$ cat src/design/fsab_pkg.sv
`default_nettype none

package fsab_pkg;

	localparam int LEN_MAX        = 8;   // Longest burst in words
	localparam int BYTES_PER_WORD = 8;

	typedef logic [63:0]               data_t;
	typedef logic [BYTES_PER_WORD-1:0] mask_t;  // 1 = byte is written
	typedef logic [15:0]               addr_t;  // Byte address, low bits ignored
	typedef logic [3:0]                did_t;   // Device or sub-device ID
	typedef logic [3:0]                len_t;   // Words, 1 to LEN_MAX

	typedef enum logic {
		FSAB_READ  = 1'b0,
		FSAB_WRITE = 1'b1
	} fsab_mode_e;

	typedef struct packed {
		fsab_mode_e mode;
		did_t       did;
		did_t       subdid;
		addr_t      addr;
		len_t       len;
	} fsab_req_t;

	typedef struct packed {
		data_t data;
		mask_t mask;
	} fsab_wbeat_t;

	typedef struct packed {
		did_t did;
		did_t subdid;
		len_t len;
	} fsab_resp_hdr_t;

endpackage

`default_nettype wire
$ cat src/design/fsab_intake.sv
`timescale 1ns/1ps
`default_nettype none

module fsab_intake #(
	parameter int CREDITS = 4
) (
	input  wire                        clk0_tb,
	input  wire                        rst0_tb,
	input  wire                        fsabo_valid,
	input  wire fsab_pkg::fsab_req_t   fsabo_req,
	input  wire fsab_pkg::fsab_wbeat_t fsabo_wbeat,
	input  wire                        req_pop,
	input  wire                        wbeat_pop,
	output fsab_pkg::fsab_req_t        req_head,
	output logic                       req_avail,
	output fsab_pkg::fsab_wbeat_t      wbeat_head
);
	localparam int RQ_DEPTH = CREDITS;
	localparam int DQ_DEPTH = CREDITS * fsab_pkg::LEN_MAX;
	localparam int RQ_PW    = $clog2(RQ_DEPTH);
	localparam int DQ_PW    = $clog2(DQ_DEPTH);
	localparam int RCW      = $clog2(RQ_DEPTH + 1);

	fsab_pkg::fsab_req_t   req_mem [RQ_DEPTH];
	fsab_pkg::fsab_wbeat_t wbeat_mem [DQ_DEPTH];
	logic [RQ_PW-1:0]      req_wr_ptr, req_rd_ptr;
	logic [DQ_PW-1:0]      wbeat_wr_ptr, wbeat_rd_ptr;
	logic [RCW-1:0]        ready_cnt;   // Requests with all their data queued
	fsab_pkg::len_t        beats_left;  // Write beats still to arrive
	logic                  hdr_beat, wbeat_push, req_complete;

	assign hdr_beat     = fsabo_valid && (beats_left == '0);
	assign wbeat_push   = fsabo_valid &&
	                      (beats_left != '0 || fsabo_req.mode == fsab_pkg::FSAB_WRITE);
	assign req_complete = (hdr_beat && (fsabo_req.mode == fsab_pkg::FSAB_READ ||
	                                    fsabo_req.len == 4'd1)) ||
	                      (fsabo_valid && beats_left == 4'd1);
	assign req_avail    = (ready_cnt != '0);

	always_ff @(posedge clk0_tb or posedge rst0_tb) begin
		if (rst0_tb) begin
			beats_left   <= '0;
			ready_cnt    <= '0;
			req_wr_ptr   <= '0;
			req_rd_ptr   <= '0;
			wbeat_wr_ptr <= '0;
			wbeat_rd_ptr <= '0;
		end else begin
			if (hdr_beat && fsabo_req.mode == fsab_pkg::FSAB_WRITE)
				beats_left <= fsabo_req.len - 4'd1;  // First beat carried word 0
			else if (fsabo_valid && beats_left != '0)
				beats_left <= beats_left - 4'd1;
			ready_cnt <= ready_cnt + RCW'(req_complete) - RCW'(req_pop);
			if (hdr_beat)
				req_wr_ptr <= (req_wr_ptr == RQ_PW'(RQ_DEPTH - 1)) ? '0 : req_wr_ptr + 1'b1;
			if (req_pop)
				req_rd_ptr <= (req_rd_ptr == RQ_PW'(RQ_DEPTH - 1)) ? '0 : req_rd_ptr + 1'b1;
			if (wbeat_push)
				wbeat_wr_ptr <= (wbeat_wr_ptr == DQ_PW'(DQ_DEPTH - 1)) ? '0 : wbeat_wr_ptr + 1'b1;
			if (wbeat_pop)
				wbeat_rd_ptr <= (wbeat_rd_ptr == DQ_PW'(DQ_DEPTH - 1)) ? '0 : wbeat_rd_ptr + 1'b1;
		end
	end

	always_ff @(posedge clk0_tb) begin
		if (hdr_beat)
			req_mem[req_wr_ptr] <= fsabo_req;
		if (wbeat_push)
			wbeat_mem[wbeat_wr_ptr] <= fsabo_wbeat;
		if (req_pop)
			req_head <= req_mem[req_rd_ptr];  // Head shows up a cycle after pop
		if (wbeat_pop)
			wbeat_head <= wbeat_mem[wbeat_rd_ptr];
	end

endmodule

`default_nettype wire

$ cat config.mk
export PLATFORM = sky130hd
export DESIGN_NAME = fsab_intake
export DESIGN_NICKNAME = d
export VERILOG_FILES = /design/src/design/fsab_pkg.sv /design/src/design/fsab_intake.sv
export SDC_FILE = /design/constraint.sdc
export NUM_CORES = 2
export LEC_CHECK = 0
export BUFFER_PORTS_ARGS = -buffer_cell sky130_fd_sc_hd__buf_2
export CAP_MARGIN = 40
export CORE_MARGIN = 3
export CORE_UTILIZATION = 35
export DETAILED_ROUTE_END_ITERATION = 16
export GPL_ROUTABILITY_DRIVEN = 0
export MAX_ROUTING_LAYER = met4
export PLACE_DENSITY = 0.56
export SLEW_MARGIN = 15
export SYNTH_ARGS = -nofsm -noshare
export SYNTH_HDL_FRONTEND = slang
export SYNTH_SLANG_ARGS = --single-unit
$ cat constraint.sdc
create_clock -name clk0_tb -period 6.19 [get_ports clk0_tb]
set_input_delay 0.9285 -clock clk0_tb [delete_from_list [all_inputs] [get_ports clk0_tb]]
set_output_delay 0.9285 -clock clk0_tb [all_outputs]
set_load 0.1 [all_outputs]
==> impl_results.md <==
- Headroom to the max-slew limit: 39.01%
- Setup violation total in the final timing report: 0
- Category of the critical setup timing path: reg -> reg
- TritonCTS sink count: 2542
- Most common cell after layout, fill and taps aside: edfxtp_1
- Iteration count of the initial detailed-routing pass: 6
- Count of state elements after synthesis: 2542
- Post-layout net count: 4711
- Sequential element share of the synthesized area: 79.35%
- Post-synthesis share of cell area spent on xor and xnor gates: 0.03647%
- Synthesized area per cell: 22.87 um^2
- Largest stage delay, worst path: 0.83 ns
- PD cells: 461.6 mW/mm^2
- Post-route ant nets: 0
- Y dimension of the die: 529.9 um
- Final Hold Viols: 0
- Minimum clock period after layout: 4.010 ns
- DRT iter0 DRCs: 4758
- Number of setup buffers added after CTS: 0
- Total routed wirelength: 241700 um
- Net Count, Synth: 4326
- Leakage component of the power: 0.03508 uW
- Met2 routing resource usage after global routing: 27.22%
- Starting density of the core: 35.32%
- Maximum Capacitance Violations: 0
- Buffers added on ports: 207
- Worst-path fanout max: 57
- Multiplexer share of the synthesized area: 15.16%
- Share of layout cells above drive strength 1: 27.23%
- Period Utilization, post-route: 64.79%
- Die X: 529.9 um
- Clk_skew: 0.09108 ns
- Pin count of the biggest net entering global routing: 94
- Overall die area: 0.2808 mm^2
- Worst slew pin tran: 0.9129 ns
- Number of buffers created by CTS: 277
- Total placed cells including tap cells: 7872
- Routing layer with the top usage in global route: met2
- Max rail drop VDD: 0.4913 mV
- TritonCTS clock tree: done
- Via count of the first global-routing pass: 45930
- GR Layer Usage met1: 24.62%
- Met3 demand-to-capacity share in global routing: 2.375%
- Longest Clk Path Bufs: 4
- Post-synthesis cell type count: 47
- Status: completed
- First-pass GRT wire length: 346900 um
- Worst reg2reg endpoint: wbeat_mem[2][45]
- Sum of negative setup slack: 0 ns
- WP data required: 6.63 ns
- F_max: 249.4 MHz
- Critical path startpoint category: flip-flop
- R2R depth: 7
- Async set or reset register ratio after synthesis: 0.8261%
- Setup crit end kind: flip-flop
- # DRC: 0
- Count of pins over their slew limit: 0
- Fraction of the mapped netlist area in simple logic gates: 0.7541%
- Cell-by-cell trace of the critical path: inv_1 > ha_1 > or3b_2 > o21a_1 > nand2_1 > nor2_4 > buf_12
- Classification of the worst-slack hold path: in -> async
- CTS resizes: 0
- Clock tree root buffer cell: clkbuf_16
- Commonest cells after routing, fill and taps aside: edfxtp_1 (2521), mux4_2 (489), mux2i_1 (294), clkbuf_16 (282), buf_2 (206)
- Number of enable-type register cells in the synthesized netlist: 2521
- Antenna violations before repair: 27
- Number of top-level pins: 208
- Overflow left after global routing: 0
- Total routing resource utilization after global routing: 17.50%
- Cells after synthesis: 4200
- Most frequently used flop master after synthesis: edfxtp_1
- Number of buffers inserted by hold repair at cts: 0
- Util after Layout: 40.74%
- Netlist Area Pre-Place: 0.09607 mm^2
- Core Box Area: 0.2720 mm^2
- Worst reg2reg startpoint: beats_left[0]
- Library cell contributing the largest single delay on the critical path: nor2_4
- Synth Area in Adders: 0.2683%
- Final standard cell count with taps included and fillers excluded: 8369
- Clock-pin slew of the registers on the worst-case setup and hold paths: 0.06 ns
- Wire length per cell: 28.88 um
- Yosys warning total: 0
- Arrival time of the worst setup path: 4.45 ns
- Setup repair after global routing missed its margin: false
- Layout-stage area growth over the synthesis result: 15.34%
- Clock latency on the worst-skew pair: 0.86 ns
- R2R Setup Slk: 2.18 ns
- Placed wire-length estimate: 134000 um
- Placement row count: 191
- Main combinational cell family by area after synthesis: multiplexers
- Routed via count divided by cell count: 5.391
- Via count: 45120
- Compound-Gate Fraction of Synth Area: 3.050%
- H-tree Lvls: 5
==> stage by stage <==
stage / hold slack, ns / total power (uW) / instance area [um^2] / worst slack, ns
2_1_floorplan: 0.4392 / 31800 / 96070 / 1.162
3_3_place_gp: 0.4612 / 36160 / 101800 / 1.951
3_5_place_dp: 0.4694 / 36310 / 102300 / 1.965
4_1_cts: 0.09168 / 51810 / 110700 / 2.170
5_1_grt: 0.1351 / 53180 / 110800 / 2.048
6_report: 0.1599 / 51140 / 110800 / 2.180
==> worst max path at each step <==
stage                        startpoint                 to  slack (ns)  cells after the start
after detailed placement    fsabo_valid   wbeat_mem[2][64]        1.96                      5
after global routing      beats_left[0]   wbeat_mem[2][45]        2.05                      7
after CTS                 beats_left[0]   wbeat_mem[2][45]        2.17                      7
after floorplan           fsabo_req[28]   wbeat_mem[31][0]        1.16                      4
after global placement      fsabo_valid  wbeat_mem[14][16]        1.95                      5
final                     beats_left[0]   wbeat_mem[2][45]        2.18                      7
==> flip-flops by register name (all words and copies together), names as in the netlist <==
signal and count:
req_mem 116, wbeat_wr_ptr 5, wbeat_rd_ptr 5, req_head 29
beats_left 4, req_rd_ptr 2, ready_cnt 3, wbeat_mem 2304
wbeat_head 72, req_wr_ptr 2
==> worst max-delay path, delay by kind of cell, from the launching register on <==
kind	cells	cell delay, ns
adders and majority gates	1	0.27
DFF	1	0.43
buffers and inverters	2	0.63
AOI/OAI and AO/OA	1	0.51
and+or+nand+nor	3	1.71
==> synth_stat cells (2+ instances only) <==
cell type	instances	area share, %
o221ai_1	49	0.45
nor3b_1	2	0.016
nand2_1	58	0.23
a211o_1	22	0.20
nand2b_1	3	0.020
xnor2_1	4	0.036
o21ai_1	11	0.057
nand3_1	5	0.026
o21ai_0	9	0.047
nor3_1	2	0.010
o22a_1	11	0.10
buf_6	26	0.30
a22o_1	4	0.036
mux2i_1	294	3.1
mux2_2	54	0.63
nand3b_1	5	0.039
and2_1	2	0.013
a22oi_1	22	0.17
a211oi_1	23	0.18
clkbuf_1	95	0.37
or3b_2	3	0.027
ha_1	19	0.25
and3_1	6	0.039
a21oi_1	51	0.27
or3_1	6	0.039
buf_4	42	0.33
o22ai_1	87	0.57
a221oi_1	61	0.56
mux4_2	489	11
o32ai_1	2	0.018
edfxtp_1	2521	79
nor2_1	65	0.25
a2bb2oi_1	22	0.20
dfrtp_1	21	0.55
inv_1	14	0.055
a221oi_2	11	0.17
buf_2	44	0.23
nor2b_1	4	0.026
buf_1	23	0.090
==> final cells by class <==
class,count,area (um^2)
Fill cell,23670,161200
Timing Repair Buffer,336,2811
Clock buffer,344,7300
Tap cell,3570,4467
Inverter,15,58.81
Multi-Input combinational cell,1413,18800
Sequential cell,2542,76250
Clock inverter,135,1080
Antenna cell,14,35.03
==> kinds of logic (layout without fill, tap and decap cells) <==
logic type      Yosys count  in the layout
flops                  2542           2542
mux                     837            837
compound gates          389            389
buf+inv                 245            830
simple gates            163            163
fa+ha+maj                20             20
xor+xnor                  4              4
other cells               0             14
==> per-layer routing <==
layer,up-vias,wire length (um),share of wire [%]
li1,18720,-,-
met1,24540,106900,44
met2,1516,115600,48
met3,342,13940,5.8
met4,0,5266,2.2
met5,-,0,0
==> where the power goes <==
| part | switching, uW | internal (uW) | leakage (uW) |
|---|---|---|---|
| sequential | 710 | 20400 | 0.0230 |
| clock | 6600 | 8820 | 0.00410 |
| combinational | 9280 | 5350 | 0.00796 |
| total | 16600 | 34600 | 0.0351 |
Note: power is estimated with default switching activity, not from simulation.
