## config.mk

```make
export PLATFORM = sky130hd
export DESIGN_NAME = resp_gather
export DESIGN_NICKNAME = d
export VERILOG_FILES = /design/src/design/fsab_pkg.sv /design/src/design/mem_pkg.sv /design/src/design/resp_gather.sv
export SDC_FILE = /design/constraint.sdc
export NUM_CORES = 2
export LEC_CHECK = 0
export ABC_AREA = 1
export BUFFER_PORTS_ARGS = -buffer_cell sky130_fd_sc_hd__buf_4
export CAP_MARGIN = 20
export CELL_PAD_IN_SITES_DETAIL_PLACEMENT = 1
export CELL_PAD_IN_SITES_GLOBAL_PLACEMENT = 2
export CORE_MARGIN = 3
export CORE_UTILIZATION = 45
export DETAILED_ROUTE_END_ITERATION = 8
export PLACE_DENSITY = 0.82
export SYNTH_ARGS = -nofsm -noshare
export SYNTH_HDL_FRONTEND = slang
export SYNTH_SLANG_ARGS = --single-unit
```

## constraint.sdc

```tcl
create_clock -name clk0_tb -period 7.21 [get_ports clk0_tb]
set_clock_uncertainty 0.15 [all_clocks]
set_input_delay 0 -clock clk0_tb [delete_from_list [all_inputs] [get_ports clk0_tb]]
set_output_delay 0 -clock clk0_tb [all_outputs]
set_load 0.05 [all_outputs]
```

## src/design/fsab_pkg.sv

```systemverilog
`default_nettype none

package fsab_pkg;

	localparam int LEN_MAX        = 8;   // Longest burst in words
	localparam int BYTES_PER_WORD = 8;

	typedef logic [63:0]               data_t;
	typedef logic [BYTES_PER_WORD-1:0] mask_t;  // 1 = byte is written
	typedef logic [15:0]               addr_t;  // Byte address, low bits ignored
	typedef logic [3:0]                did_t;   // Device or sub-device ID
	typedef logic [3:0]                len_t;   // Words, 1 to LEN_MAX

	typedef enum logic {
		FSAB_READ  = 1'b0,
		FSAB_WRITE = 1'b1
	} fsab_mode_e;

	typedef struct packed {
		fsab_mode_e mode;
		did_t       did;
		did_t       subdid;
		addr_t      addr;
		len_t       len;
	} fsab_req_t;

	typedef struct packed {
		data_t data;
		mask_t mask;
	} fsab_wbeat_t;

	typedef struct packed {
		did_t did;
		did_t subdid;
		len_t len;
	} fsab_resp_hdr_t;

endpackage

`default_nettype wire
```

## src/design/mem_pkg.sv

```systemverilog
`default_nettype none

package mem_pkg;

	localparam int WORD_SHIFT = $clog2(fsab_pkg::BYTES_PER_WORD);
	localparam int WORD_AW    = $bits(fsab_pkg::addr_t) - WORD_SHIFT;

	typedef logic [WORD_AW-1:0] word_addr_t;

	typedef struct packed {
		logic            valid;
		logic            write;      // 0 = read
		word_addr_t      word_addr;  // Word index inside the bank
		fsab_pkg::data_t data;
		fsab_pkg::mask_t mask;
	} mem_cmd_t;

	typedef struct packed {
		logic            valid;
		fsab_pkg::data_t data;
	} mem_rd_t;

endpackage

`default_nettype wire

```

## src/design/resp_gather.sv

```systemverilog
`timescale 1ns/1ps
`default_nettype none

module resp_gather #(
	parameter int CREDITS   = 4,
	parameter int NUM_BANKS = 4
) (
	input  wire                           clk0_tb,
	input  wire                           rst0_tb,
	input  wire mem_pkg::mem_rd_t         bank_rd [NUM_BANKS],
	input  wire                           hdr_push,
	input  wire fsab_pkg::fsab_resp_hdr_t hdr,
	output logic                          resp_done,
	output logic                          fsabi_valid,
	output fsab_pkg::fsab_resp_hdr_t      fsabi_hdr,
	output fsab_pkg::data_t               fsabi_data
);
	localparam int HQ_DEPTH = CREDITS;
	localparam int DQ_DEPTH = CREDITS * fsab_pkg::LEN_MAX;
	localparam int HQ_PW    = $clog2(HQ_DEPTH);
	localparam int DQ_PW    = $clog2(DQ_DEPTH);
	localparam int HCW      = $clog2(HQ_DEPTH + 1);
	localparam int DCW      = $clog2(DQ_DEPTH + 1);

	fsab_pkg::fsab_resp_hdr_t hdr_mem [HQ_DEPTH];
	fsab_pkg::data_t          data_mem [DQ_DEPTH];
	logic [HQ_PW-1:0]         hq_wr_ptr, hq_rd_ptr;
	logic [DQ_PW-1:0]         dq_wr_ptr, dq_rd_ptr;
	logic [HCW-1:0]           hq_cnt;
	logic [DCW-1:0]           dq_cnt;      // Read words waiting
	fsab_pkg::len_t           burst_left;  // Beats after the current one
	fsab_pkg::fsab_resp_hdr_t head;
	mem_pkg::mem_rd_t         merged;
	logic                     start, emit;

	always_comb begin
		merged = '0;
		for (int b = 0; b < NUM_BANKS; b++) begin
			if (bank_rd[b].valid)
				merged = bank_rd[b];  // One bank returns per cycle at most
		end
	end

	assign head  = hdr_mem[hq_rd_ptr];
	assign start = (burst_left == '0) && !fsabi_valid && (hq_cnt != '0) &&
	               (dq_cnt >= DCW'(head.len));  // Whole burst present
	assign emit  = start || (burst_left != '0);

	always_ff @(posedge clk0_tb or posedge rst0_tb) begin
		if (rst0_tb) begin
			hq_wr_ptr   <= '0;
			hq_rd_ptr   <= '0;
			dq_wr_ptr   <= '0;
			dq_rd_ptr   <= '0;
			hq_cnt      <= '0;
			dq_cnt      <= '0;
			burst_left  <= '0;
			fsabi_valid <= 1'b0;
			resp_done   <= 1'b0;
		end else begin
			hq_cnt <= hq_cnt + HCW'(hdr_push) - HCW'(start);
			dq_cnt <= dq_cnt + DCW'(merged.valid) - DCW'(emit);
			if (hdr_push)
				hq_wr_ptr <= (hq_wr_ptr == HQ_PW'(HQ_DEPTH - 1)) ? '0 : hq_wr_ptr + 1'b1;
			if (start)
				hq_rd_ptr <= (hq_rd_ptr == HQ_PW'(HQ_DEPTH - 1)) ? '0 : hq_rd_ptr + 1'b1;
			if (merged.valid)
				dq_wr_ptr <= (dq_wr_ptr == DQ_PW'(DQ_DEPTH - 1)) ? '0 : dq_wr_ptr + 1'b1;
			if (emit)
				dq_rd_ptr <= (dq_rd_ptr == DQ_PW'(DQ_DEPTH - 1)) ? '0 : dq_rd_ptr + 1'b1;
			if (start)
				burst_left <= head.len - 4'd1;
			else if (burst_left != '0)
				burst_left <= burst_left - 4'd1;
			fsabi_valid <= emit;
			resp_done   <= emit && (start ? head.len == 4'd1 : burst_left == 4'd1);
		end
	end

	always_ff @(posedge clk0_tb) begin
		if (hdr_push)
			hdr_mem[hq_wr_ptr] <= hdr;
		if (merged.valid)
			data_mem[dq_wr_ptr] <= merged.data;
		if (emit)
			fsabi_data <= data_mem[dq_rd_ptr];
		if (start)
			fsabi_hdr <= head;  // Held for the whole burst
	end

endmodule

`default_nettype wire

```

==> qor_table.md <==
| Parameter | Value |
|---|---|
| Final critical path time including I/O delays and setup | 5.54 ns |
| Average wire per cell in the routed design | 25.6 µm |
| Critical path capture point type | flop |
| Max-slew violations | 0 |
| Gr ovfl total | 0 |
| Clock sink count | 2201 |
| Post-route ant nets | 0 |
| Classification of the worst-slack hold path | input port to flop |
| Worst-path cell chain | inv_1 > nand2_1 > nand3_1 > nand2_1 > inv_1 > ha_1 > inv_1 > nand2_1 > nand2_1 > nand2_1 > nand2_1 > nand2_1 > nand2_1 > nand2_4 > ha_1 > inv_1 > ha_1 > inv_1 > fa_1 > o21ai_0 > a21oi_1 > xor2_1 |
| Maximum buffer depth of the clock tree | 3 |
| Final non-filler cell area | 107000 µm² |
| Unrepaired setup endpoints after global routing | no |
| Lkg Pwr | 40.2 nW |
| Sw frac | 39.3% |
| Class of the most critical setup path | flop to flop |
| Number of flops mapped to enable cells by yosys | 2172 |
| Data arrival time of the critical path | 6.12 ns |
| Clock network fraction of design power | 25.8% |
| Core area | 201000 µm² |
| Iteration-0 DRC Markers | 6428 |
| Relative max-transition margin | 21.1% |
| Highest fanout seen on the critical path | 47 |
| Final number of hold-violating endpoints | 0 |
| Cts repair resizes | 0 |
| Number of inserted filler cells in the final layout | 20996 |
| Height of the die | 457 µm |
| Pre-antenna DRT Iters | 5 |
| Port Buf Inserts | 352 |
| Post-synthesis net count | 8526 |
| Slowest stage cell, crit path | dfrtp_1 |
| Placer Congestion | 0.792 |
| Routed Wire Length | 296000 µm |
| Per-instance average area after synthesis | 11.1 µm² |
| Number of flip-flops and latches in the synthesized netlist | 2201 |
| Overall die area | 209000 µm² |
| Status | finished clean |
| IR drop worst, VDD | 0.372 mV |
| Top flip-flop cell by instance count after synthesis | edfxtp_1 |
| Switching pwr | 17.1 mW |
| Sequential fraction of the synthesis area | 72.0% |
| FMAX | 181 MHz |
| Post-synth top area share | 71.2% |
| Power share of the sequential group | 38.6% |
| Post-Syn Area | 91600 µm² |
| WP data required | 7.79 ns |
| Post-detailed-route DRC marker count | 0 |
| Cell at the root of the clock tree | clkbuf_16 |
| Wire length of the first global-routing pass | 440000 µm |
| Initial core utilization | 45.6% |
| Top post-synthesis cells by area | edfxtp_1, nand2_1, nor2_1, nand3_1, o21ai_0 |
| Most common library cells after synthesis | nand2_1, edfxtp_1, nor2_1 |
| Number of buffers inserted during clock tree synthesis | 227 |
| Tot GR Track Use | 28.0% |
| H-tree Lvls | 4 |
| Count leader, synth | nand2_1 |
| Layout overhead on the synthesized area | 17.0% |
| Number of unique standard cell types used by synthesis | 31 |
| Post-route clock period utilization | 76.8% |
| Post-DP HPWL | 160000 µm |
| Post-CTS Repair Setup Buffers | 0 |
| Buffers and inverters on the worst path | 5 |
| Placement Cell Area | 97500 µm² |
| Cell family contributing the most delay on the critical path | simple AND/OR/NAND/NOR gates |
| Delay of the slowest cell on the worst path | 0.90 ns |
| Tightest Pin Transition | 1.18 ns |
| Vias | 64468 |
| Power Internal | 26.3 mW |
| Share of cells above drive strength 1 | 10.7% |
| Width of the chip | 457 µm |
| Warnings, synthesis | 0 |
| Antenna violations before repair | 9 |
| Clk pin slew, worst setup/hold paths | 0.06 ns |
| Async set or reset register ratio after synthesis | 1.32% |
| Synthesized instance count | 8218 |
| Type of origin of the critical path | flop |
| Combinational share of power | 35.5% |
| Cell taking the most area after synthesis | edfxtp_1 |
| Number of I/O pins | 353 |
| Most frequent CP cell | nand2_1 |
| Via density | 5.58 |
| Number of setup violations in the final report | 0 |
| Clock tree from TritonCTS | yes |
| Number of nets in the finished design | 9021 |
| TNS Setup | 0 ns |
| Vias in the first global route | 67977 |
| Maximum number of pins on one net before global-route repair | 230 |
| Skew-Pair Late Insertion Delay | 0.86 ns |
| Number of standard-cell rows in the floorplan | 164 |
| Number of maximum-capacitance constraint violations | 0 |
| Total power density per cell area | 405 nW/µm² |
[tightest hold or removal path, delay by kind of cell]
family | cells | cell delay (ns)
buffers and inverters | 3 | 0.91
AND/OR/NAND/NOR | 1 | 0.05
[metrics by stage]
step                cells  hold WS (ns)  util [%]  worst slack, ns  power, mW
floorplan            8218       -0.0719         -             2.85       26.6
global placement    10893       -0.0138      48.4             1.89       31.8
detailed placement  10898      -0.00966      48.5             1.68       32.2
CTS                 11551         0.155      53.3             1.61       43.7
global route        11556         0.227      53.3             1.16       45.8
finish              11560         0.219      53.3             1.67       43.4
[registers in the layout, summed over array words and instances, names as in the netlist]
signal	flops
dq_wr_ptr	5
hq_cnt	3
dq_cnt	6
data_mem	2048
hdr_mem	48
hq_rd_ptr	2
fsabi_data	64
hq_wr_ptr	2
resp_done	1
fsabi_hdr	12
burst_left	4
fsabi_valid	1
dq_rd_ptr	5
[worst paths after layout]
kind | startpoint | end | slack, ns | cells past startpoint
max | hq_rd_ptr[0] | dq_cnt[4] | 1.67 | 22
min | hdr_push | hdr_mem[2][6] | 0.22 | 4
max reg2reg | hq_rd_ptr[0] | dq_cnt[4] | 1.67 | 22
min reg2reg | dq_cnt[0] | dq_cnt[0] | 0.37 | 1
max in group asynchronous | rst0_tb | dq_rd_ptr[1] | 6.29 | 5
min in group asynchronous | rst0_tb | dq_rd_ptr[4] | 0.26 | 5
[cells in the final DEF (no fill, tap or decap), drive strengths merged]
cell,count
a21o,64
a21oi,172
a22oi,1
and3,1
buf,530
bufinv,11
clkbuf,300
clkinv,96
clkinvlp,1
dfrtp,29
diode,6
dlygate4sd3,211
edfxtp,2172
fa,2
ha,31
inv,361
nand2,2269
nand3,631
nand3b,1
nand4,2
nor2,1363
nor3,1
o211ai,45
o21ai,572
o21bai,1
o22ai,9
or2,12
xnor2,3
xor2,7
[power groups by stage]
stage	combinational (mW)	sequential [mW]	clock, mW
global placement	14.8	17.0	0
finish	15.4	16.8	11.2
CTS	15.5	16.8	11.4
floorplan	9.20	17.4	0
detailed placement	15.2	17.0	0
global route	17.0	16.9	11.9
[cell families (layout without fill, tap and decap cells)]
family	count (synthesis)	count (layout)	share of synthesized area, %
AO/OA/AOI/OAI	864	864	5.04
XOR/XNOR	10	10	0.0956
adder cells (fa/ha/maj)	33	33	0.467
buffers and inverters	830	1510	3.97
flip-flops	2201	2201	72.0
other	0	6	0
AND/OR/NAND/NOR	4280	4280	18.4
[per-layer routing]
metal  track usage, %  wire length [µm]  vias up
met1             38.2            126000    33188
met5                0                11        -
met3             3.59             16300      468
met4             7.87              7870        2
li1                 -                 -    28879
met2             47.4            146000     1931
[what timing repair did]
action / in CTS / in global routing
hold endpoints to repair: 2183 / 0
hold buffers: 239 / 0
endpoints found under the setup margin: 0 / 0
[area by class of cell]
| type | count | area (µm²) | share of cell area (%) |
|---|---|---|---|
| sequential | 2201 | 66000 | 61.5 |
| multi-input combinational | 5187 | 22700 | 21.2 |
| timing repair buffer | 741 | 6830 | 6.38 |
| clock buffer | 300 | 6060 | 5.65 |
| tap | 2656 | 3320 | 3.10 |
| inverter | 355 | 1380 | 1.28 |
| clock inverter | 114 | 881 | 0.822 |
| antenna | 6 | 15.0 | 0.0140 |
No activity file was read; power rests on OpenSTA's default activity.
