--- src/design/fsab_pkg.sv ---
`default_nettype none

package fsab_pkg;

	localparam int LEN_MAX        = 8;   // Longest burst in words
	localparam int BYTES_PER_WORD = 8;

	typedef logic [63:0]               data_t;
	typedef logic [BYTES_PER_WORD-1:0] mask_t;  // 1 = byte is written
	typedef logic [15:0]               addr_t;  // Byte address, low bits ignored
	typedef logic [3:0]                did_t;   // Device or sub-device ID
	typedef logic [3:0]                len_t;   // Words, 1 to LEN_MAX

	typedef enum logic {
		FSAB_READ  = 1'b0,
		FSAB_WRITE = 1'b1
	} fsab_mode_e;

	typedef struct packed {
		fsab_mode_e mode;
		did_t       did;
		did_t       subdid;
		addr_t      addr;
		len_t       len;
	} fsab_req_t;

	typedef struct packed {
		data_t data;
		mask_t mask;
	} fsab_wbeat_t;

	typedef struct packed {
		did_t did;
		did_t subdid;
		len_t len;
	} fsab_resp_hdr_t;

endpackage

`default_nettype wire
--- src/design/mem_pkg.sv ---
`default_nettype none

package mem_pkg;

	localparam int WORD_SHIFT = $clog2(fsab_pkg::BYTES_PER_WORD);
	localparam int WORD_AW    = $bits(fsab_pkg::addr_t) - WORD_SHIFT;

	typedef logic [WORD_AW-1:0] word_addr_t;

	typedef struct packed {
		logic            valid;
		logic            write;      // 0 = read
		word_addr_t      word_addr;  // Word index inside the bank
		fsab_pkg::data_t data;
		fsab_pkg::mask_t mask;
	} mem_cmd_t;

	typedef struct packed {
		logic            valid;
		fsab_pkg::data_t data;
	} mem_rd_t;

endpackage

`default_nettype wire

--- src/design/mem_sequencer.sv ---
`timescale 1ns/1ps
`default_nettype none

module mem_sequencer #(
	parameter int CREDITS   = 4,
	parameter int NUM_BANKS = 4
) (
	input  wire                        clk0_tb,
	input  wire                        rst0_tb,
	input  wire fsab_pkg::fsab_req_t   req_head,
	input  wire                        req_avail,
	input  wire fsab_pkg::fsab_wbeat_t wbeat_head,
	output logic                       req_pop,
	output logic                       wbeat_pop,
	output mem_pkg::mem_cmd_t          bank_cmd [NUM_BANKS],
	output logic                       hdr_push,
	output fsab_pkg::fsab_resp_hdr_t   hdr,
	input  wire                        resp_done,
	output logic                       fsabo_credit
);
	localparam int BSEL = $clog2(NUM_BANKS);
	localparam int SW   = $clog2(CREDITS + 1);

	typedef enum logic [1:0] {
		S_IDLE,
		S_WR,
		S_RD
	} seq_state_e;

	seq_state_e          state;
	logic                head_vld;    // req_head holds a request not yet started
	logic [SW-1:0]       slots;       // Free response slots
	mem_pkg::word_addr_t waddr;
	fsab_pkg::len_t      words_left;
	logic                start_wr, start_rd, issue, last_word;

	assign start_wr  = (state == S_IDLE) && head_vld &&
	                   req_head.mode == fsab_pkg::FSAB_WRITE;
	assign start_rd  = (state == S_IDLE) && head_vld &&
	                   req_head.mode == fsab_pkg::FSAB_READ && slots != '0;
	assign issue     = (state != S_IDLE);
	assign last_word = issue && (words_left == 4'd1);

	assign req_pop   = (state == S_IDLE) && !head_vld && req_avail;
	assign wbeat_pop = start_wr || (state == S_WR && !last_word);  // Stay a beat ahead
	assign hdr_push  = start_rd;
	assign hdr       = '{did: req_head.did, subdid: req_head.subdid, len: req_head.len};

	always_comb begin
		for (int b = 0; b < NUM_BANKS; b++) begin
			bank_cmd[b].valid     = issue && (waddr[BSEL-1:0] == BSEL'(b));
			bank_cmd[b].write     = (state == S_WR);
			bank_cmd[b].word_addr = waddr >> BSEL;
			bank_cmd[b].data      = wbeat_head.data;
			bank_cmd[b].mask      = wbeat_head.mask;
		end
	end

	always_ff @(posedge clk0_tb or posedge rst0_tb) begin
		if (rst0_tb) begin
			state        <= S_IDLE;
			head_vld     <= 1'b0;
			slots        <= SW'(CREDITS);
			waddr        <= '0;
			words_left   <= '0;
			fsabo_credit <= 1'b0;
		end else begin
			fsabo_credit <= last_word;
			slots        <= slots - SW'(start_rd) + SW'(resp_done);
			if (req_pop)
				head_vld <= 1'b1;
			else if (start_wr || start_rd)
				head_vld <= 1'b0;
			if (start_wr || start_rd) begin
				waddr      <= mem_pkg::word_addr_t'(req_head.addr >> mem_pkg::WORD_SHIFT);
				words_left <= req_head.len;
			end else if (issue) begin
				waddr      <= waddr + 1'b1;  // Wraps past top of memory
				words_left <= words_left - 4'd1;
			end
			case (state)
				S_IDLE: begin
					if (start_wr)
						state <= S_WR;
					else if (start_rd)
						state <= S_RD;
				end
				default: begin
					if (last_word)
						state <= S_IDLE;
				end
			endcase
		end
	end

endmodule

`default_nettype wire

--- config.mk ---
export PLATFORM = sky130hd
export DESIGN_NAME = mem_sequencer
export DESIGN_NICKNAME = d
export VERILOG_FILES = /design/src/design/fsab_pkg.sv /design/src/design/mem_pkg.sv /design/src/design/mem_sequencer.sv
export SDC_FILE = /design/constraint.sdc
export NUM_CORES = 1
export LEC_CHECK = 0
export ABC_AREA = 1
export BUFFER_PORTS_ARGS = -buffer_cell sky130_fd_sc_hd__buf_4
export CAP_MARGIN = 20
export CORE_AREA = 2 2 185 187
export DETAILED_ROUTE_END_ITERATION = 12
export DIE_AREA = 0 0 187 189
export SKIP_CTS_REPAIR_TIMING = 1
export SLEW_MARGIN = 10
export SYNTH_ARGS = -nofsm -noshare
export SYNTH_HDL_FRONTEND = slang
export SYNTH_SLANG_ARGS = --single-unit
--- constraint.sdc ---
create_clock -name clk0_tb -period 1.97 [get_ports clk0_tb]
set_input_delay 0.0985 -clock clk0_tb [delete_from_list [all_inputs] [get_ports clk0_tb]]
set_output_delay 0.0985 -clock clk0_tb [all_outputs]
set_load 0.05 [all_outputs]
==> impl_metrics.toml, run 1 <==
[cts]
clock_insertion_delay_worst_skew_ns = 0.26
cts_buffer_depth = 2
clock_buffer_count_from_cts = 3
cts.clk_slew.worst_paths_ns = 0.07
tritoncts_clock_tree = "yes"
clk_root_buffer_cell = "sky130_fd_sc_hd__clkbuf_16"
clock_sink_count = 24
h-tree-depth = 1

[worst_setup_path]
crit_path_end = "slots[1]"
critical_path.n_buffers_inverters = 4
reg2reg_setup_slack_ns = 0.03
timing.critical_path.arrival_ns = 2.10
cell_type_group_with_the_largest_total_delay_on_the_critical_path = "adder cells"
crit_path_start = "state[1]"
cp_max_fo = 3
slowest_delay_ns = 0.50
worstSetupStartpointType = "register"
worst_path_max_delay_cell = "sky130_fd_sc_hd__fa_2"
timing.critical_path.cells = "inv_2 > nand2_4 > nor2_4 > nand2_4 > nor2_4 > ha_4 > inv_2 > ha_4 > inv_2 > fa_2 > inv_1"
cp_common_cell = "sky130_fd_sc_hd__inv_2"
cp.depth = 11
worstReg2RegStart = "state[1]"
timing.rr.end = "slots[1]"
cp_data_required_time_ns = 2.12
crit_path_end_kind = "register"
worst-r2r-cell-count = 11
timing_worst_setup_path_type = "register to register"

[synth]
yosys.cell_types.count = 30
synth-warning-count = 0
ys_ff_latch = 24
synth_area_per_cell_um2 = 7.35
syn-instance-count = 589
ys_seq_area_frac = 0.139
post_synth_instance_area_um2 = 4330

[die]
chipWidth_um = 187
ios = 469
initial_utilization = 0.130
die-height_um = 189
design.die.area_um2 = 35300
fp-row-count = 67
placeable_core_region_um2 = 33300

[drt]
drtPass1Iterations = 4
drc = 0
dr_total_vias = 2105
top_metal_layer_carrying_routed_signals = "met5"
drt.antenna.violating_nets = 0
drt_iter0_drc = 77
routed_wl_um = 10400
vias_per_cell = 2.70
met2WireLength_um = 4740
met1Wirelength_um = 2700
detailroute.wirelength.met3_um = 2260
wire_per_inst_um = 13.3

[sta]
rsz_0062_raised_after_global_routing = "yes"
finalHoldWorstSlack_ns = -0.0406
slew_headroom = 0.511
max_freq_ghz = 0.515
final.setup_skew_ns = 0.0102
timing.final.setup_violations = 0
finalMaxSlewViolations = 0
finalHoldViolCount = 14
layout_min_cycle_time_ns = 1.94
fin_setup_tns_ns = 0
worst_pin_slew_ns = 0.732
min_period_over_period = 0.986

[global_routing]
grt_start_max_net_pins = 18
overflow = 0
first_global_vias = 1970
grt_antenna_before_repair = 1
grt_usage = 0.0543
grt_pass1_wl_um = 14200

[layout]
areaGrowthSynthToFinish_pct = -30.2
final_common_cell = "sky130_fd_sc_hd__buf_4"
drive_above_1_share = 0.363
commonest_cells_after_routing_fill_and_taps_aside = "91 x sky130_fd_sc_hd__buf_4, 62 x sky130_fd_sc_hd__nand2_1, 35 x sky130_fd_sc_hd__inv_1"
finalNetCount = 446
final_cell_count_without_fillers = 780

[outcome]
violations_in_the_final_reports = "negative hold slack"
run_status = "finished, violations left"

[flow_run]
cap_violations = 0

[placement]
portBuffers = 81
gp_congestion = 0.767
dp_hpwl_um = 8670
placed_cells_incl_taps = 772

[power]
pleak_nw = 1.40
peakVddDrop_mv = 0.904
power-per-cell-area_nw_per_um2 = 2130

[worst_hold_path]
kind_of_path_behind_the_tightest_hold_check = "input pin to asynchronous set/reset pin"
-- cells by family after synthesis --
family                   count (synthesis)  synth area share
AO/OA/AOI/OAI                           21            0.0289
XOR/XNOR                                 3           0.00607
adder cells (fa/ha/maj)                  9            0.0277
buffers and inverters                  402             0.664
flip-flops                              24             0.139
other                                    1          0.000866
AND/OR/NAND/NOR                        129             0.134
-- synthesized netlist by cell type --
master	n	share of area
sky130_fd_sc_hd__ha_1	8	0.023
sky130_fd_sc_hd__buf_6	4	0.010
sky130_fd_sc_hd__a22oi_2	1	0.0029
sky130_fd_sc_hd__nand3_2	2	0.0046
sky130_fd_sc_hd__nand2_4	1	0.0026
sky130_fd_sc_hd__buf_2	2	0.0023
sky130_fd_sc_hd__nand4_1	5	0.0072
sky130_fd_sc_hd__conb_1	1	0.00087
sky130_fd_sc_hd__dfstp_2	1	0.0061
sky130_fd_sc_hd__inv_2	4	0.0035
sky130_fd_sc_hd__or2_2	2	0.0029
sky130_fd_sc_hd__o21ai_1	4	0.0046
sky130_fd_sc_hd__o21ai_0	7	0.0081
sky130_fd_sc_hd__dfrtp_1	23	0.13
sky130_fd_sc_hd__o21ai_2	1	0.0020
sky130_fd_sc_hd__xnor2_1	2	0.0040
sky130_fd_sc_hd__nor2_2	3	0.0043
sky130_fd_sc_hd__inv_1	37	0.032
sky130_fd_sc_hd__nand3b_1	2	0.0035
sky130_fd_sc_hd__o22ai_1	1	0.0014
sky130_fd_sc_hd__nand3_1	23	0.027
sky130_fd_sc_hd__o211ai_1	3	0.0052
sky130_fd_sc_hd__nand2_2	2	0.0029
sky130_fd_sc_hd__nor2_1	25	0.022
sky130_fd_sc_hd__buf_4	355	0.62
sky130_fd_sc_hd__a21oi_1	4	0.0046
sky130_fd_sc_hd__nor2_4	1	0.0026
sky130_fd_sc_hd__fa_1	1	0.0046
sky130_fd_sc_hd__nand2_1	63	0.055
sky130_fd_sc_hd__xor2_1	1	0.0020
-- worst min-delay path by stage --
stage	end	cells after the start	slack, ns	from
floorplan	fsabo_credit	1	0.11	rst0_tb
global placement	hdr[9]	0	0.20	req_head[25]
detailed placement	hdr[9]	0	0.20	req_head[25]
CTS	words_left[1]	2	0.007	rst0_tb
global route	words_left[1]	2	0.03	rst0_tb
finish	words_left[1]	2	-0.04	rst0_tb
-- state kept, by name, indices dropped and copies added (netlist names) --
register      count
fsabo_credit      1
waddr            13
state             2
head_vld          1
slots             3
words_left        4
-- layer usage --
layer,vias up,track usage
li1,915,-
met1,824,0.0446
met2,289,0.0839
met3,75,0.0500
met4,2,0.0342
met5,-,0.00962
-- power breakdown --
group	leakage, nW	switching (W)	internal (W)
combinational	1.07	0.00339	0.00144
sequential	0.286	0.000383	0.000764
clock	0.0382	0.000187	0.000277
-- metrics by stage --
stage	hold WS [ns]	total power (W)	utilization	instance area [µm²]	setup WS (ns)
finish	-0.0406	0.00644	0.0908	3020	0.0272
global route	0.0305	0.00690	0.0908	3020	-0.0209
CTS	0.00747	0.00642	0.0890	2960	0.0278
detailed placement	0.197	0.00594	0.0867	2880	0.0361
global placement	0.197	0.00589	0.0867	2880	0.0471
floorplan	0.112	0.00685	-	4360	-0.181
-- cell type report --
type	count	area [µm²]
antenna	1	2.50
clock buffer	4	78.8
fill	3883	30300
inverter	41	154
multi-input combinational	170	922
sequential	24	602
tap	448	561
timing repair buffer	92	703
Note: power is estimated with default switching activity, not from simulation.
==> run 2: changes to the inputs <==
Settings changed: CORE_AREA 2 2 185 187 to 2 2 183 185, DIE_AREA 0 0 187 189 to 0 0 185 187.
Clock period 1.97 ns to 2.3 ns, I/O delays scaled along.
==> run 2 against run 1 <==
Net effect:
- combinational power is 18% lower
- the flow now finishes without violations
- sequential power fell by 14%
- clock power fell by 8.0%
- first-iteration DRC count up 7.8%
- die area shrank 2.1%
- wire length grew 6.8%
==> impl_metrics.toml, run 2 (synthesis results as in run 1) <==
[drt]
dr_total_vias = 2018
drt.antenna.violating_nets = 0
wire_per_inst_um = 14.4
routed_wl_um = 11100
drtPass1Iterations = 4
vias_per_cell = 2.61
drt_iter0_drc = 83
drc = 0

[worst_hold_path]
kind_of_path_behind_the_tightest_hold_check = "input pin to register"

[power]
power_frac_comb = 0.737
pleak_nw = 1.37
power_frac_clock = 0.079
peakVddDrop_mv = 0.635
power.switching_w = 0.00332
power-per-cell-area_nw_per_um2 = 1830
p_seq_frac = 0.183
p_sw_frac = 0.619
power_report.internal_total_w = 0.00205

[worst_setup_path]
cp_common_cell = "sky130_fd_sc_hd__inv_1"
cp_max_fo = 4
timing_worst_setup_path_type = "register to register"
crit_path_end_kind = "register"
slowest_delay_ns = 0.54
worst_path_max_delay_cell = "sky130_fd_sc_hd__dfstp_2"
worstSetupStartpointType = "register"
timing.critical_path.arrival_ns = 2.11
timing.critical_path.cells = "nor2_1 > nand2_1 > nand2_4 > nor2_4 > ha_1 > inv_1 > ha_1 > inv_1 > fa_1 > inv_1"
cp_data_required_time_ns = 2.46
reg2reg_setup_slack_ns = 0.34

[layout]
final_common_cell = "sky130_fd_sc_hd__buf_4"
multi_input_comb_area_um2 = 887
finalNetCount = 440
areaGrowthSynthToFinish_pct = -32.1
ff_latch_area_um2 = 602
largest_reg_flops = 13
final_core_utilization = 0.0895
drive_above_1_share = 0.332
antenna_cells = 0
fill_cells = 3870
largest_registers = "waddr (13), words_left (4), slots (3)"
max_flop_register = "waddr"
commonest_cells_after_routing_fill_and_taps_aside = "85 x sky130_fd_sc_hd__buf_4, 63 x sky130_fd_sc_hd__nand2_1, 37 x sky130_fd_sc_hd__inv_1"

[sta]
min_period_over_period = 0.852
final.setup_skew_ns = 0.00195
max_freq_ghz = 0.510
fin_setup_tns_ns = 0
finalMaxSlewViolations = 0
finalHoldViolCount = 0
timing.final.setup_violations = 0
layout_min_cycle_time_ns = 1.96
rsz_0062_raised_after_global_routing = "no"

[placement]
gp_congestion = 0.753
portBuffers = 81
dp_hpwl_um = 9570

[flow_run]
cap_violations = 0

[cts]
clk_root_buffer_cell = "sky130_fd_sc_hd__clkbuf_16"
clock_insertion_delay_worst_skew_ns = 0.26
clock_sink_count = 24
h-tree-depth = 1
tritoncts_clock_tree = "yes"
clock_buffer_count_from_cts = 3
cts.clk_slew.worst_paths_ns = 0.07
cts_buffer_depth = 2

[die]
fp-row-count = 67
chipWidth_um = 185
ios = 469
design.die.area_um2 = 34600
placeable_core_region_um2 = 32900
initial_utilization = 0.132
die-height_um = 187

[global_routing]
first_global_vias = 1918
grt_pass1_wl_um = 14700
overflow = 0
grt_antenna_before_repair = 0
grt_start_max_net_pins = 25
grt_usage = 0.0599

[outcome]
run_status = "completed"
-- run 2: cell type report --
| type | count | share of cell area |
|---|---|---|
| Timing Repair Buffer | 86 | 0.220 |
| Multi-Input combinational cell | 170 | 0.302 |
| Clock buffer | 4 | 0.0302 |
| Tap cell | 448 | 0.191 |
| Sequential cell | 24 | 0.205 |
| Inverter | 41 | 0.0523 |
-- run 2: worst max-delay path: cells and delay by family, from the launching register on --
family | cells | cell delay (ns)
DFF | 1 | 0.54
and+or+nand+nor | 4 | 0.35
buffers and inverters | 3 | 0.14
adders and majority gates | 3 | 0.83
-- run 2: routing by layer --
metal  part of all wire  wire length, µm  GRT usage  up-vias
met5                  0                0          0        -
met4              0.026              286     0.0186        0
met3               0.23             2530     0.0609       21
met2               0.51             5660      0.108      271
met1               0.24             2620     0.0406      822
li1                   -                -          -      904
-- run 2: power by group through the flow --
stage               logic (W)  clock network, W  registers, W
floorplan             0.00496                 0      0.000910
global placement      0.00398                 0      0.000982
detailed placement    0.00401                 0       0.00100
CTS                   0.00402          0.000444      0.000995
global route          0.00429          0.000459       0.00104
finish                0.00396          0.000427      0.000985
-- run 2: worst paths after layout --
path,startpoint,end,cells past startpoint
worst min register to register,words_left[3],words_left[3],2
worst min-delay path,req_head[9],waddr[2],3
min in group asynchronous,rst0_tb,words_left[0],4
worst max-delay path,slots[2],slots[1],10
worst max register to register,slots[2],slots[1],10
max in group asynchronous,rst0_tb,slots[2],4
-- run 2: metrics by stage --
step | cell area [µm²] | setup WS, ns | hold WS [ns] | std cells | power (W)
detailed placement | 2840 | 0.340 | 0.230 | 768 | 0.00501
finish | 2940 | 0.341 | 0.0847 | 773 | 0.00537
global placement | 2840 | 0.344 | 0.230 | 768 | 0.00496
CTS | 2930 | 0.327 | -0.0260 | 772 | 0.00546
global route | 2940 | 0.236 | 0.0985 | 773 | 0.00578
floorplan | 4360 | 0.149 | 0.129 | 596 | 0.00587
